File: src/verilog/slave_regs_pkg.sv
package slave_regs_pkg;

	typedef logic [15:0] reg_addr_t;
	typedef logic [7:0] reg_data_t;
	typedef logic [6:0] dev_addr_t;

	// register 0 mirrors the device address
	localparam reg_addr_t DEV_ADDR_REG = 16'h0000;

	// read-only id block
	localparam reg_addr_t ID_BASE = 16'h0001;
	localparam int ID_COUNT = 4;
	localparam reg_data_t ID_VALUES [ID_COUNT] = '{
		8'hA0,
		8'hA1,
		8'hA2,
		8'hA3
	};

	// read-write block
	localparam reg_addr_t RW_BASE = 16'h0005;
	localparam int RW_COUNT = 8;
	localparam reg_data_t RW_RESET_VALUES [RW_COUNT] = '{
		8'hB0, 8'hB1, 8'hB2, 8'hB3,
		8'hB4, 8'hB5, 8'hB6, 8'hB7
	};

	localparam reg_data_t UNMAPPED_DATA = 8'hFF; // anything outside the map

endpackage

File: src/verilog/i2c_bus_pkg.sv
package i2c_bus_pkg;

	// input synchronizer depth, pins to usable level
	localparam int SYNC_STAGES = 2;

	// data bits per byte, the ninth bit is the acknowledge
	localparam int BITS_PER_BYTE = 8;

	typedef logic [3:0] bit_cnt_t; // 0..7 data, 8 ack

	// where the slave stands within a transaction
	typedef enum logic [2:0] {
		IDLE,
		DEV_ADDR,
		REG_ADDR_HI,
		REG_ADDR_LO,
		WRITE_DATA,
		READ_DATA,
		IGNORE
	} phase_t;

endpackage
File: src/verilog/i2c_if.sv
`timescale 1ns/1ns

// bus conditions seen by the sampler, all in sys_clk domain
interface bus_event_if ();
	logic scl_rise; // one-cycle pulses
	logic scl_fall;
	logic start;
	logic stop;
	logic sda_bit; // level, synchronized sda

	modport src (
		output scl_rise,
		output scl_fall,
		output start,
		output stop,
		output sda_bit
	);

	modport dst (
		input scl_rise,
		input scl_fall,
		input start,
		input stop,
		input sda_bit
	);
endinterface

// register accesses from the transaction fsm
interface reg_access_if import slave_regs_pkg::*; ();
	logic wr_en; // strobes, never both high
	logic rd_en;
	reg_addr_t addr;
	reg_data_t wdata;
	reg_data_t rdata; // valid the cycle after rd_en
	dev_addr_t dev_addr;

	modport ctrl (
		output wr_en,
		output rd_en,
		output addr,
		output wdata,
		input rdata,
		input dev_addr
	);

	modport regs (
		input wr_en,
		input rd_en,
		input addr,
		input wdata,
		output rdata,
		output dev_addr
	);
endinterface

File: src/verilog/i2c_reg_slave.sv
`timescale 1ns/1ns

module i2c_reg_slave
	import i2c_bus_pkg::*;
	import slave_regs_pkg::*;
#(
	parameter dev_addr_t RESET_DEV_ADDR = 7'h36
) (
	input logic sys_clk,
	input logic rst_n,
	input logic scl_i,
	input logic sda_i,
	output logic sda_oe_o // high pulls sda low
);

	bus_event_if bus_ev ();
	reg_access_if reg_acc ();

	phase_t phase;
	bit_cnt_t bit_cnt;
	logic ack_en;
	reg_data_t rd_byte;

	bus_sampler u_sampler (
		.sys_clk (sys_clk),
		.rst_n   (rst_n),
		.scl_i   (scl_i),
		.sda_i   (sda_i),
		.ev_o    (bus_ev.src)
	);

	transaction_fsm u_fsm (
		.sys_clk   (sys_clk),
		.rst_n     (rst_n),
		.ev_i      (bus_ev.dst),
		.reg_o     (reg_acc.ctrl),
		.phase_o   (phase),
		.bit_cnt_o (bit_cnt),
		.ack_en_o  (ack_en),
		.rd_byte_o (rd_byte)
	);

	reg_file #(
		.RESET_DEV_ADDR (RESET_DEV_ADDR)
	) u_regs (
		.sys_clk (sys_clk),
		.rst_n   (rst_n),
		.reg_i   (reg_acc.regs)
	);

	sda_driver u_driver (
		.sys_clk   (sys_clk),
		.rst_n     (rst_n),
		.ev_i      (bus_ev.dst),
		.phase_i   (phase),
		.bit_cnt_i (bit_cnt),
		.ack_en_i  (ack_en),
		.rd_byte_i (rd_byte),
		.sda_oe_o  (sda_oe_o)
	);

endmodule

File: src/verilog/sda_driver.sv
`timescale 1ns/1ns

module sda_driver
	import i2c_bus_pkg::*;
	import slave_regs_pkg::*;
(
	input logic sys_clk,
	input logic rst_n,
	bus_event_if.dst ev_i,
	input phase_t phase_i,
	input bit_cnt_t bit_cnt_i,
	input logic ack_en_i,
	input reg_data_t rd_byte_i,
	output logic sda_oe_o
);

	localparam bit_cnt_t ACK_BIT = bit_cnt_t'(BITS_PER_BYTE);

	bit_cnt_t next_bit; // bit that the coming scl_fall opens
	logic oe_next;

	assign next_bit = (bit_cnt_i == ACK_BIT) ? '0 : bit_cnt_i + 1'b1;

	always_comb begin
		oe_next = 1'b0; // released unless something pulls
		if (next_bit == ACK_BIT) begin
			// ack_en is low in reads, so the master's ack bit stays free
			oe_next = ack_en_i;
		end else if (phase_i == READ_DATA) begin
			oe_next = !rd_byte_i[3'd7 - next_bit[2:0]]; // pull for a 0
		end
	end

	always_ff @(posedge sys_clk) begin
		if (!rst_n) begin
			sda_oe_o <= 1'b0;
		end else if (ev_i.start || ev_i.stop) begin
			sda_oe_o <= 1'b0;
		end else if (ev_i.scl_fall) begin
			sda_oe_o <= oe_next; // only ever moves while scl is low
		end
	end

endmodule

File: src/verilog/reg_file.sv
`timescale 1ns/1ns

module reg_file import slave_regs_pkg::*; #(
	parameter dev_addr_t RESET_DEV_ADDR = 7'h36
) (
	input logic sys_clk,
	input logic rst_n,
	reg_access_if.regs reg_i
);

	localparam int ID_IDX_W = $clog2(ID_COUNT);
	localparam int RW_IDX_W = $clog2(RW_COUNT);

	dev_addr_t dev_addr;
	reg_data_t rw_regs [RW_COUNT];
	reg_addr_t id_off;
	reg_addr_t rw_off;
	logic in_id;
	logic in_rw;

	// below the base the offset wraps high, so one compare is enough
	assign id_off = reg_i.addr - ID_BASE;
	assign rw_off = reg_i.addr - RW_BASE;
	assign in_id = id_off < reg_addr_t'(ID_COUNT);
	assign in_rw = rw_off < reg_addr_t'(RW_COUNT);

	always_ff @(posedge sys_clk) begin
		if (!rst_n) begin
			dev_addr <= RESET_DEV_ADDR;
			rw_regs <= RW_RESET_VALUES;
		end else if (reg_i.wr_en) begin
			if (reg_i.addr == DEV_ADDR_REG) begin
				dev_addr <= reg_i.wdata[6:0]; // used from the next address byte
			end else if (in_rw) begin
				rw_regs[rw_off[RW_IDX_W-1:0]] <= reg_i.wdata;
			end
		end
	end

	always_ff @(posedge sys_clk) begin
		if (reg_i.rd_en) begin
			if (reg_i.addr == DEV_ADDR_REG) begin
				reg_i.rdata <= {1'b0, dev_addr};
			end else if (in_id) begin
				reg_i.rdata <= ID_VALUES[id_off[ID_IDX_W-1:0]];
			end else if (in_rw) begin
				reg_i.rdata <= rw_regs[rw_off[RW_IDX_W-1:0]];
			end else begin
				reg_i.rdata <= UNMAPPED_DATA;
			end
		end
	end

	assign reg_i.dev_addr = dev_addr;

endmodule

File: src/verilog/transaction_fsm.sv
`timescale 1ns/1ns

module transaction_fsm
	import i2c_bus_pkg::*;
	import slave_regs_pkg::*;
(
	input logic sys_clk,
	input logic rst_n,
	bus_event_if.dst ev_i,
	reg_access_if.ctrl reg_o,
	output phase_t phase_o,
	output bit_cnt_t bit_cnt_o,
	output logic ack_en_o,
	output reg_data_t rd_byte_o
);

	localparam bit_cnt_t ACK_BIT = bit_cnt_t'(BITS_PER_BYTE);
	localparam bit_cnt_t LAST_BIT = bit_cnt_t'(BITS_PER_BYTE - 1);

	phase_t phase;
	bit_cnt_t bit_cnt;
	reg_data_t shreg;
	reg_addr_t cur_addr;
	logic adv_pend; // data byte done, address moves at ack end
	logic rd_pend; // rdata lands this cycle
	logic byte_end;
	logic ack_end;
	logic addr_match;
	logic master_ack_bit;
	logic rd_first;
	logic rd_next;
	logic master_nack;

	assign byte_end = ev_i.scl_fall && bit_cnt == LAST_BIT; // opens the ack bit
	assign ack_end = ev_i.scl_fall && bit_cnt == ACK_BIT;
	assign addr_match = shreg[7:1] == reg_o.dev_addr;

	// ninth rise of a read byte, the master answers here
	assign master_ack_bit = ev_i.scl_rise && phase == READ_DATA && bit_cnt == ACK_BIT && adv_pend;
	assign rd_first = byte_end && phase == DEV_ADDR && addr_match && shreg[0];
	assign rd_next = master_ack_bit && !ev_i.sda_bit; // prefetch the next byte
	assign master_nack = master_ack_bit && ev_i.sda_bit;

	assign reg_o.wr_en = byte_end && phase == WRITE_DATA;
	assign reg_o.rd_en = rd_first || rd_next;
	assign reg_o.addr = rd_next ? cur_addr + 1'b1 : cur_addr;
	assign reg_o.wdata = shreg;

	always_comb begin
		case (phase)
			DEV_ADDR: ack_en_o = addr_match;
			REG_ADDR_HI, REG_ADDR_LO, WRITE_DATA: ack_en_o = 1'b1;
			default: ack_en_o = 1'b0; // reads are acked by the master
		endcase
	end

	always_ff @(posedge sys_clk) begin
		if (!rst_n) begin
			phase <= IDLE;
			bit_cnt <= ACK_BIT;
			cur_addr <= DEV_ADDR_REG;
			adv_pend <= 1'b0;
			rd_pend <= 1'b0;
		end else begin
			rd_pend <= reg_o.rd_en;
			if (ev_i.stop) begin
				phase <= IDLE;
				adv_pend <= 1'b0;
			end else if (ev_i.start) begin
				phase <= DEV_ADDR;
				bit_cnt <= ACK_BIT; // start's own scl fall opens bit 0
				adv_pend <= 1'b0;
			end else if (phase != IDLE) begin
				if (ev_i.scl_fall) begin
					bit_cnt <= (bit_cnt == ACK_BIT) ? '0 : bit_cnt + 1'b1;
				end
				if (byte_end) begin
					adv_pend <= phase == WRITE_DATA || phase == READ_DATA;
					case (phase)
						DEV_ADDR: begin
							if (!addr_match) begin
								phase <= IGNORE; // not ours, stay off the bus
							end else if (shreg[0]) begin
								phase <= READ_DATA;
							end else begin
								phase <= REG_ADDR_HI;
							end
						end
						REG_ADDR_HI: begin
							cur_addr[15:8] <= shreg;
							phase <= REG_ADDR_LO;
						end
						REG_ADDR_LO: begin
							cur_addr[7:0] <= shreg;
							phase <= WRITE_DATA;
						end
						default: phase <= phase;
					endcase
				end
				if (ack_end && adv_pend) begin
					cur_addr <= cur_addr + 1'b1; // auto-increment
					adv_pend <= 1'b0;
				end
				if (master_nack) begin
					phase <= IGNORE; // wait for stop or start
				end
			end
		end
	end

	always_ff @(posedge sys_clk) begin
		if (ev_i.scl_rise && bit_cnt < ACK_BIT) begin
			shreg <= {shreg[6:0], ev_i.sda_bit}; // msb first
		end
		if (rd_pend) begin
			rd_byte_o <= reg_o.rdata;
		end
	end

	assign phase_o = phase;
	assign bit_cnt_o = bit_cnt;

endmodule

File: src/verilog/bus_sampler.sv
`timescale 1ns/1ns

module bus_sampler import i2c_bus_pkg::*; (
	input logic sys_clk,
	input logic rst_n,
	input logic scl_i,
	input logic sda_i,
	bus_event_if.src ev_o
);

	logic [SYNC_STAGES-1:0] scl_sync; // bit 0 takes the pin
	logic [SYNC_STAGES-1:0] sda_sync;
	logic scl_s;
	logic sda_s;
	logic scl_q; // one-cycle history
	logic sda_q;

	assign scl_s = scl_sync[SYNC_STAGES-1];
	assign sda_s = sda_sync[SYNC_STAGES-1];

	always_ff @(posedge sys_clk) begin
		if (!rst_n) begin
			scl_sync <= '1; // idle bus is high
			sda_sync <= '1;
			scl_q <= 1'b1;
			sda_q <= 1'b1;
		end else begin
			scl_sync <= {scl_sync[SYNC_STAGES-2:0], scl_i};
			sda_sync <= {sda_sync[SYNC_STAGES-2:0], sda_i};
			scl_q <= scl_s;
			sda_q <= sda_s;
		end
	end

	// events registered so they line up with the history level
	always_ff @(posedge sys_clk) begin
		if (!rst_n) begin
			ev_o.scl_rise <= 1'b0;
			ev_o.scl_fall <= 1'b0;
			ev_o.start <= 1'b0;
			ev_o.stop <= 1'b0;
		end else begin
			ev_o.scl_rise <= scl_s && !scl_q;
			ev_o.scl_fall <= !scl_s && scl_q;
			ev_o.start <= !sda_s && sda_q && scl_s && scl_q; // sda falls, scl high
			ev_o.stop <= sda_s && !sda_q && scl_s && scl_q; // sda rises, scl high
		end
	end

	assign ev_o.sda_bit = sda_q;

endmodule

File: config.mk
export PLATFORM = sky130hd
export DESIGN_NAME = i2c_reg_slave
export DESIGN_NICKNAME = d
export VERILOG_FILES = /design/src/verilog/slave_regs_pkg.sv /design/src/verilog/i2c_bus_pkg.sv /design/src/verilog/i2c_if.sv /design/src/verilog/i2c_reg_slave.sv /design/src/verilog/sda_driver.sv /design/src/verilog/reg_file.sv /design/src/verilog/transaction_fsm.sv /design/src/verilog/bus_sampler.sv
export SDC_FILE = /design/constraint.sdc
export NUM_CORES = 1
export LEC_CHECK = 0
export BUFFER_PORTS_ARGS = -buffer_cell sky130_fd_sc_hd__buf_2
export CORE_MARGIN = 3
export CORE_UTILIZATION = 40
export DETAILED_ROUTE_END_ITERATION = 8
export HOLD_SLACK_MARGIN = 0.06
export PLACE_DENSITY = 0.6
export SYNTH_ARGS = -nofsm -noshare
export SYNTH_HDL_FRONTEND = slang
export SYNTH_SLANG_ARGS = --single-unit
File: constraint.sdc
create_clock -name sys_clk -period 5.6 [get_ports sys_clk]
set_clock_uncertainty 0.1 [all_clocks]
set_input_delay 0.56 -clock sys_clk [delete_from_list [all_inputs] [get_ports sys_clk]]
set_output_delay 0.56 -clock sys_clk [all_outputs]
set_load 0.03 [all_outputs]
# After elaboration in Yosys (flattened, before gate mapping)
# Cells that the tools add are included.
[totals]
reg_bits = 131
in_bits = 4
wordCells = 144
[classes]
add_sub_neg = 5
magnitude_cmp = 7
eq_ne = 9
muxes = 35
bitwise_logic = 6
reduce_logical = 53
[op_table]
columns = ["operator", "n"]
rows = [
  ["8-bit 2-to-1 mux", 9],
  ["64-bit bitwise mux", 1],
  ["16-bit 2-to-1 mux", 3],
  ["8-bit binary-select mux with 3-bit select", 1],
  ["8-bit demux with 3-bit select", 1],
  ["1-bit logical AND", 22],
  ["16-bit by 1-bit adder with 16-bit output (second input constant)", 1],
  ["8-bit binary-select mux with 2-bit select", 1],
  ["16-bit logical NOT", 1],
  ["16-bit by 3-bit < comparator with 1-bit output (second input constant)", 1],
  ["16-bit by 4-bit < comparator with 1-bit output (second input constant)", 1],
  ["4-bit 2-to-1 mux", 4],
  ["16-bit by 1-bit subtractor with 16-bit output (second input constant)", 1],
  ["16-bit by 3-bit subtractor with 16-bit output (second input constant)", 1],
  ["3-bit 2-to-1 mux", 4],
  ["3-bit AND reduction", 4],
  ["2-bit nonzero test", 6],
  ["5-bit AND reduction", 2],
  ["3-bit case mux with 3 select lines", 1],
  ["4-bit equality test (second input constant)", 2],
  ["7-bit equality test", 1],
  ["1-bit 2-to-1 mux", 7],
  ["7-bit 2-to-1 mux", 1],
  ["3-bit by 2-bit equality test with 1-bit output (second input constant)", 2],
  ["23 further kinds", 37],
]

# Logic depth before layout (Yosys ltp)
[depth]
ltp_word = 14
mapped_depth = 18

# Hierarchy
# A second synthesis with hierarchy kept.
[hier_totals]
hier_cells = 762
hier_area_um2 = 7254.5
[by_module_without_submodules]
columns = ["mod", "instances", "cells_per_inst", "area_per_inst_um2", "seq_area_each_um2"]
rows = [
  ["reg_file", 1, 427, 4129.0, 1661.6],
  ["transaction_fsm", 1, 283, 2580.0, 980.9],
  ["bus_sampler", 1, 22, 291.5, 200.2],
  ["sda_driver", 1, 30, 254.0, 20.0],
]

# Worst setup path after synthesis
# Ideal clock, no wire load.
[synth_path]
path_type = "reg-to-reg"
startpoint = "register u_fsm.bit_cnt[0] (netlist: u_fsm.bit_cnt_o[0])"
endpoint = "register u_regs.reg_i.rdata[1], data pin"
t_arrival_ns = 4.077
t_required_ns = 5.245
setup_slack_ns = 1.169
stages_incl_launch_ff = 18
cell_sequence = "dfxtp_1 -> inv_1 -> ha_1 -> nand4b_4 -> buf_6 -> or3_1 -> buf_6 -> xnor2_1 -> clkinv_1 -> ha_1 -> inv_1 -> xnor3_2 -> nor4_1 -> nand3_1 -> or4_1 -> clkbuf_1 -> o32a_1 -> o21a_1"
[synth_between]
elab_chain_len = 13
word_cells_on_any_way = 21
[synth_rtl]
columns = ["element", "line", "rtl"]
rows = [
  ["start: declaration", "transaction_fsm.sv:21", "bit_cnt_t bit_cnt;"],
  ["start signal: assignment", "transaction_fsm.sv:75", "bit_cnt <= (bit_cnt == ACK_BIT) ? '0 : bit_cnt + 1'b1;"],
  ["4-bit equality test (*)", "transaction_fsm.sv:39", "assign master_ack_bit = ev_i.scl_rise && phase == READ_DATA && bit_cnt == ACK_BIT && adv_pend;"],
  ["1-bit logical AND (*) (2 in a row)", "transaction_fsm.sv:39", ""],
  ["1-bit logical AND (*)", "transaction_fsm.sv:41", "assign rd_next = master_ack_bit && !ev_i.sda_bit;"],
  ["16-bit 2-to-1 mux (*)", "transaction_fsm.sv:46", "assign reg_o.addr = rd_next ? cur_addr + 1'b1 : cur_addr;"],
  ["branches (longest 7 deep; another with 16-bit by 3-bit subtractor with 16-bit output)", "n/a", ""],
  ["7-bit 2-to-1 mux (*)", "reg_file.sv:42", "if (reg_i.addr == DEV_ADDR_REG) begin"],
  ["end signal: assignment", "reg_file.sv:43", "reg_i.rdata <= {1'b0, dev_addr};"],
  ["end signal: assignment", "reg_file.sv:45", "reg_i.rdata <= ID_VALUES[id_off[ID_IDX_W-1:0]];"],
  ["end signal: assignment", "reg_file.sv:47", "reg_i.rdata <= rw_regs[rw_off[RW_IDX_W-1:0]];"],
  ["end: declaration", "i2c_if.sv:51", "output rdata,"],
]
# Every way passes the cells marked *. The select of a mux whose other input is x is not followed.
# A chain may end at the register's enable or synchronous reset.

# Worst setup path after layout
# Ends and elaborated chain as after synthesis.

==> out/qor.txt <==
Worst Path Max Fanout: 12
Worst r2r path cells: 14
Worst slew margin: 32.43%
Largest area contributor in the netlist: dfxtp_1
Highest Clock Rate: 0.1994 GHz
Antenna viol nets, final: 0
Worst-skew pair later-pin latency: 0.42 ns
N_diodes: 0
Clk buf depth: 2
Pre-antenna DRT Iters: 5
Sequential area share after synthesis: 39.30%
Die Wd: 141.0 um
Reg-to-Reg Start: u_fsm.bit_cnt_o[0]$_SDFFE_PN0P_
Final Max Slew Viols: 0
Slowest CP cell: or4_1
Syn Area/Cell: 9.585 um^2
Port Buffer Count: 4
Final HPWL DP: 12600 um
Register-to-Register Setup Slack: 0.59 ns
Core area: 0.01754 mm^2
Buf/Inv on CP: 3
Routability cong.: 0.8999
Seq cells post-synth: 131
Hold Path Class: in2reg
CTS Root Cell: clkbuf_16
Initial antenna violation count: 0
Die H: 141.0 um
Final Hold Viols: 0
Initial drt markers: 561
Rows: 48
CTS Hold Bufs: 0
Yosys warnings: 0
Status: finished clean
CP Capture Type: flip-flop
Die ar.: 0.01987 mm^2
Routed len/inst: 18.91 um
Synth Flop Type: dfxtp_1
Hold depth: 2
Tmin final: 5.015 ns
Async SR Flop Fraction: 0%
Post-CTS sizing: 0
Critical path's largest stage delay: 0.66 ns
Maximum vdd drop: 0.1967 mV
P_leak: 3.155 nW
Synth cell types: 87
Period utilization: 89.55%
Max H-tree Level: 4
Layout cells sized above 1: 12.83%
Worst reg2reg endpoint: u_regs.reg_i.rdata[1]$_DFFE_PP_
Number of remaining DRC errors: 0
Most numerous cell in the Yosys netlist: dfxtp_1
Final setup fails: 0
Post-Route WL: 18550 um
Overall Global Routing Usage: 19.13%
Pre-CTS WS: 0.6262 ns
CTS clock-pin slew for the worst setup and hold paths: 0.06 ns
Commonest cells post-synth: 107 x dfxtp_1, 84 x nand2_1, 75 x mux2i_1
Via density: 5.902
EDFF count, synth: 24
Max_cap viols: 0
Worst setup SP type: flip-flop
Nets: 751
Worst Hold Endpoint: u_sampler.sda_sync[0]$_SDFF_PN1_
Clock sinks: 131
Postcts setup bufs: 0
Mapped Cells: 760
Largest net degree at the start of global routing: 82
Worst-path cell chain: inv_1 > ha_1 > nand4b_4 > or3_1 > xnor2_1 > clkinv_1 > ha_1 > inv_1 > xnor3_2 > nor4_1 > nand3_1 > or4_1 > o32a_1 > o21a_1
Area of the mapped netlist: 0.007284 mm^2
Worst slew pin tran: 1.007 ns
CP top delay family: simple AND/OR/NAND/NOR gates
Share of the synthesized area in the top cell type: 29.41%
First-pass GRT wire length: 30150 um
Final TNS setup: 0 ns
Pwr/cell area: 261.1 mW/mm^2
CP Data Required Time: 5.67 ns
Initial Util: 41.54%
Vias: 5790
CP Class: reg2reg
Min-Delay Startpoint: sda_i
CTS buffer count: 17
TritonCTS clock tree: built
Num ports: 5
PnR worst setup slack: 0.5854 ns
Critical Path AT: 5.09 ns
Ranking of synthesized cells by area: dfxtp_1 29%, mux2i_1 10%, edfxtp_1 9.9%, nand2_1 4.3%, nor2b_1 4.3%
Total grt overflow: 0
Vias in the first global route: 5554
Area grow syn2layout: 8.726%
RSZ-0062 raised after global routing: no
Syn Nets: 768
## worst max-delay path by stage
stage | cells past startpoint | start | endpoint
global placement | 14 | u_fsm.bit_cnt_o[0]$_SDFFE_PN0P_ | u_regs.reg_i.rdata[1]$_DFFE_PP_
finish | 14 | u_fsm.bit_cnt_o[0]$_SDFFE_PN0P_ | u_regs.reg_i.rdata[1]$_DFFE_PP_
CTS | 14 | u_fsm.bit_cnt_o[0]$_SDFFE_PN0P_ | u_regs.reg_i.rdata[1]$_DFFE_PP_
global route | 14 | u_fsm.bit_cnt_o[0]$_SDFFE_PN0P_ | u_regs.reg_i.rdata[1]$_DFFE_PP_
detailed placement | 14 | u_fsm.bit_cnt_o[0]$_SDFFE_PN0P_ | u_regs.reg_i.rdata[1]$_DFFE_PP_
floorplan | 17 | u_fsm.bit_cnt_o[0]$_SDFFE_PN0P_ | u_regs.reg_i.rdata[1]$_DFFE_PP_
## final cells by class
class | instances | area (um^2)
Inverter | 7 | 26.28
Multi-Input combinational cell | 572 | 4080
Clock inverter | 10 | 67.56
Clock buffer | 22 | 506.7
Timing Repair Buffer | 14 | 95.09
Tap cell | 225 | 281.5
Fill cell | 1662 | 9617
Sequential cell | 131 | 2863
## metrics by stage
step                      utilization (%)  power [mW]  hold WS [ns]  instances  area (um^2)
after detailed placement            41.89       1.015        0.3045        949         7346
after global routing                45.16       2.132        0.2326        981         7920
after floorplan                         -       1.012        0.2863        760         7284
after CTS                           45.16       2.088        0.2199        981         7920
final                               45.16       2.068        0.2299        981         7920
after global placement              41.89       1.015        0.3058        949         7346
## cell usage in the layout (no fill, tap or decap), drive strengths merged, types with 16 or more instances in the layout
cell	count
nand4	16
a22oi	27
nor2	35
o21ai	26
dfxtp	107
a21oi	18
edfxtp	24
nand3	23
nor2b	50
clkbuf	22
xnor2	18
nand2	84
mux2i	75
## metal layers
layer / share of wire, % / GRT usage [%] / vias up
li1: - / - / 2768
met1: 45 / 26.59 / 2820
met2: 47 / 29.26 / 160
met3: 5.7 / 4.240 / 42
met4: 2.3 / 6.935 / 0
met5: 0 / 0 / -
## report_power, final
part           internal [mW]  switching, mW
Combinational         0.0122         0.0201
Clock                  0.643          0.429
Sequential             0.959        0.00401
Total                   1.61          0.453
## state kept, by name, summed over array words and instances, names as in the netlist
register and count:
u_sampler.scl_sync 2, u_fsm.reg_o.wdata 8, u_fsm.bit_cnt_o 4, u_sampler.ev_o.start 1
u_fsm.rd_byte_o 8, u_fsm.cur_addr 16, u_sampler.scl_q 1, u_sampler.ev_o.sda_bit 1
u_fsm.phase_o 3, u_sampler.ev_o.scl_rise 1, u_sampler.sda_sync 2, u_driver.sda_oe_o 1
u_fsm.rd_pend 1, u_regs.rw_regs 64, u_regs.reg_i.dev_addr 7, u_regs.reg_i.rdata 8
u_sampler.ev_o.scl_fall 1, u_fsm.adv_pend 1, u_sampler.ev_o.stop 1
## logic make-up (layout without fill, tap and decap cells)
| family | count (synthesis) | after routing | synth area share [%] |
|---|---|---|---|
| adder cells (fa/ha/maj) | 4 | 4 | 0.6871 |
| XOR/XNOR | 27 | 27 | 3.452 |
| AO/OA/AOI/OAI | 146 | 146 | 14.43 |
| multiplexers | 79 | 79 | 11.23 |
| flip-flops | 131 | 131 | 39.30 |
| buffers and inverters | 57 | 53 | 4.775 |
| AND/OR/NAND/NOR | 316 | 316 | 26.12 |
Note: power is estimated with default switching activity, not from simulation.
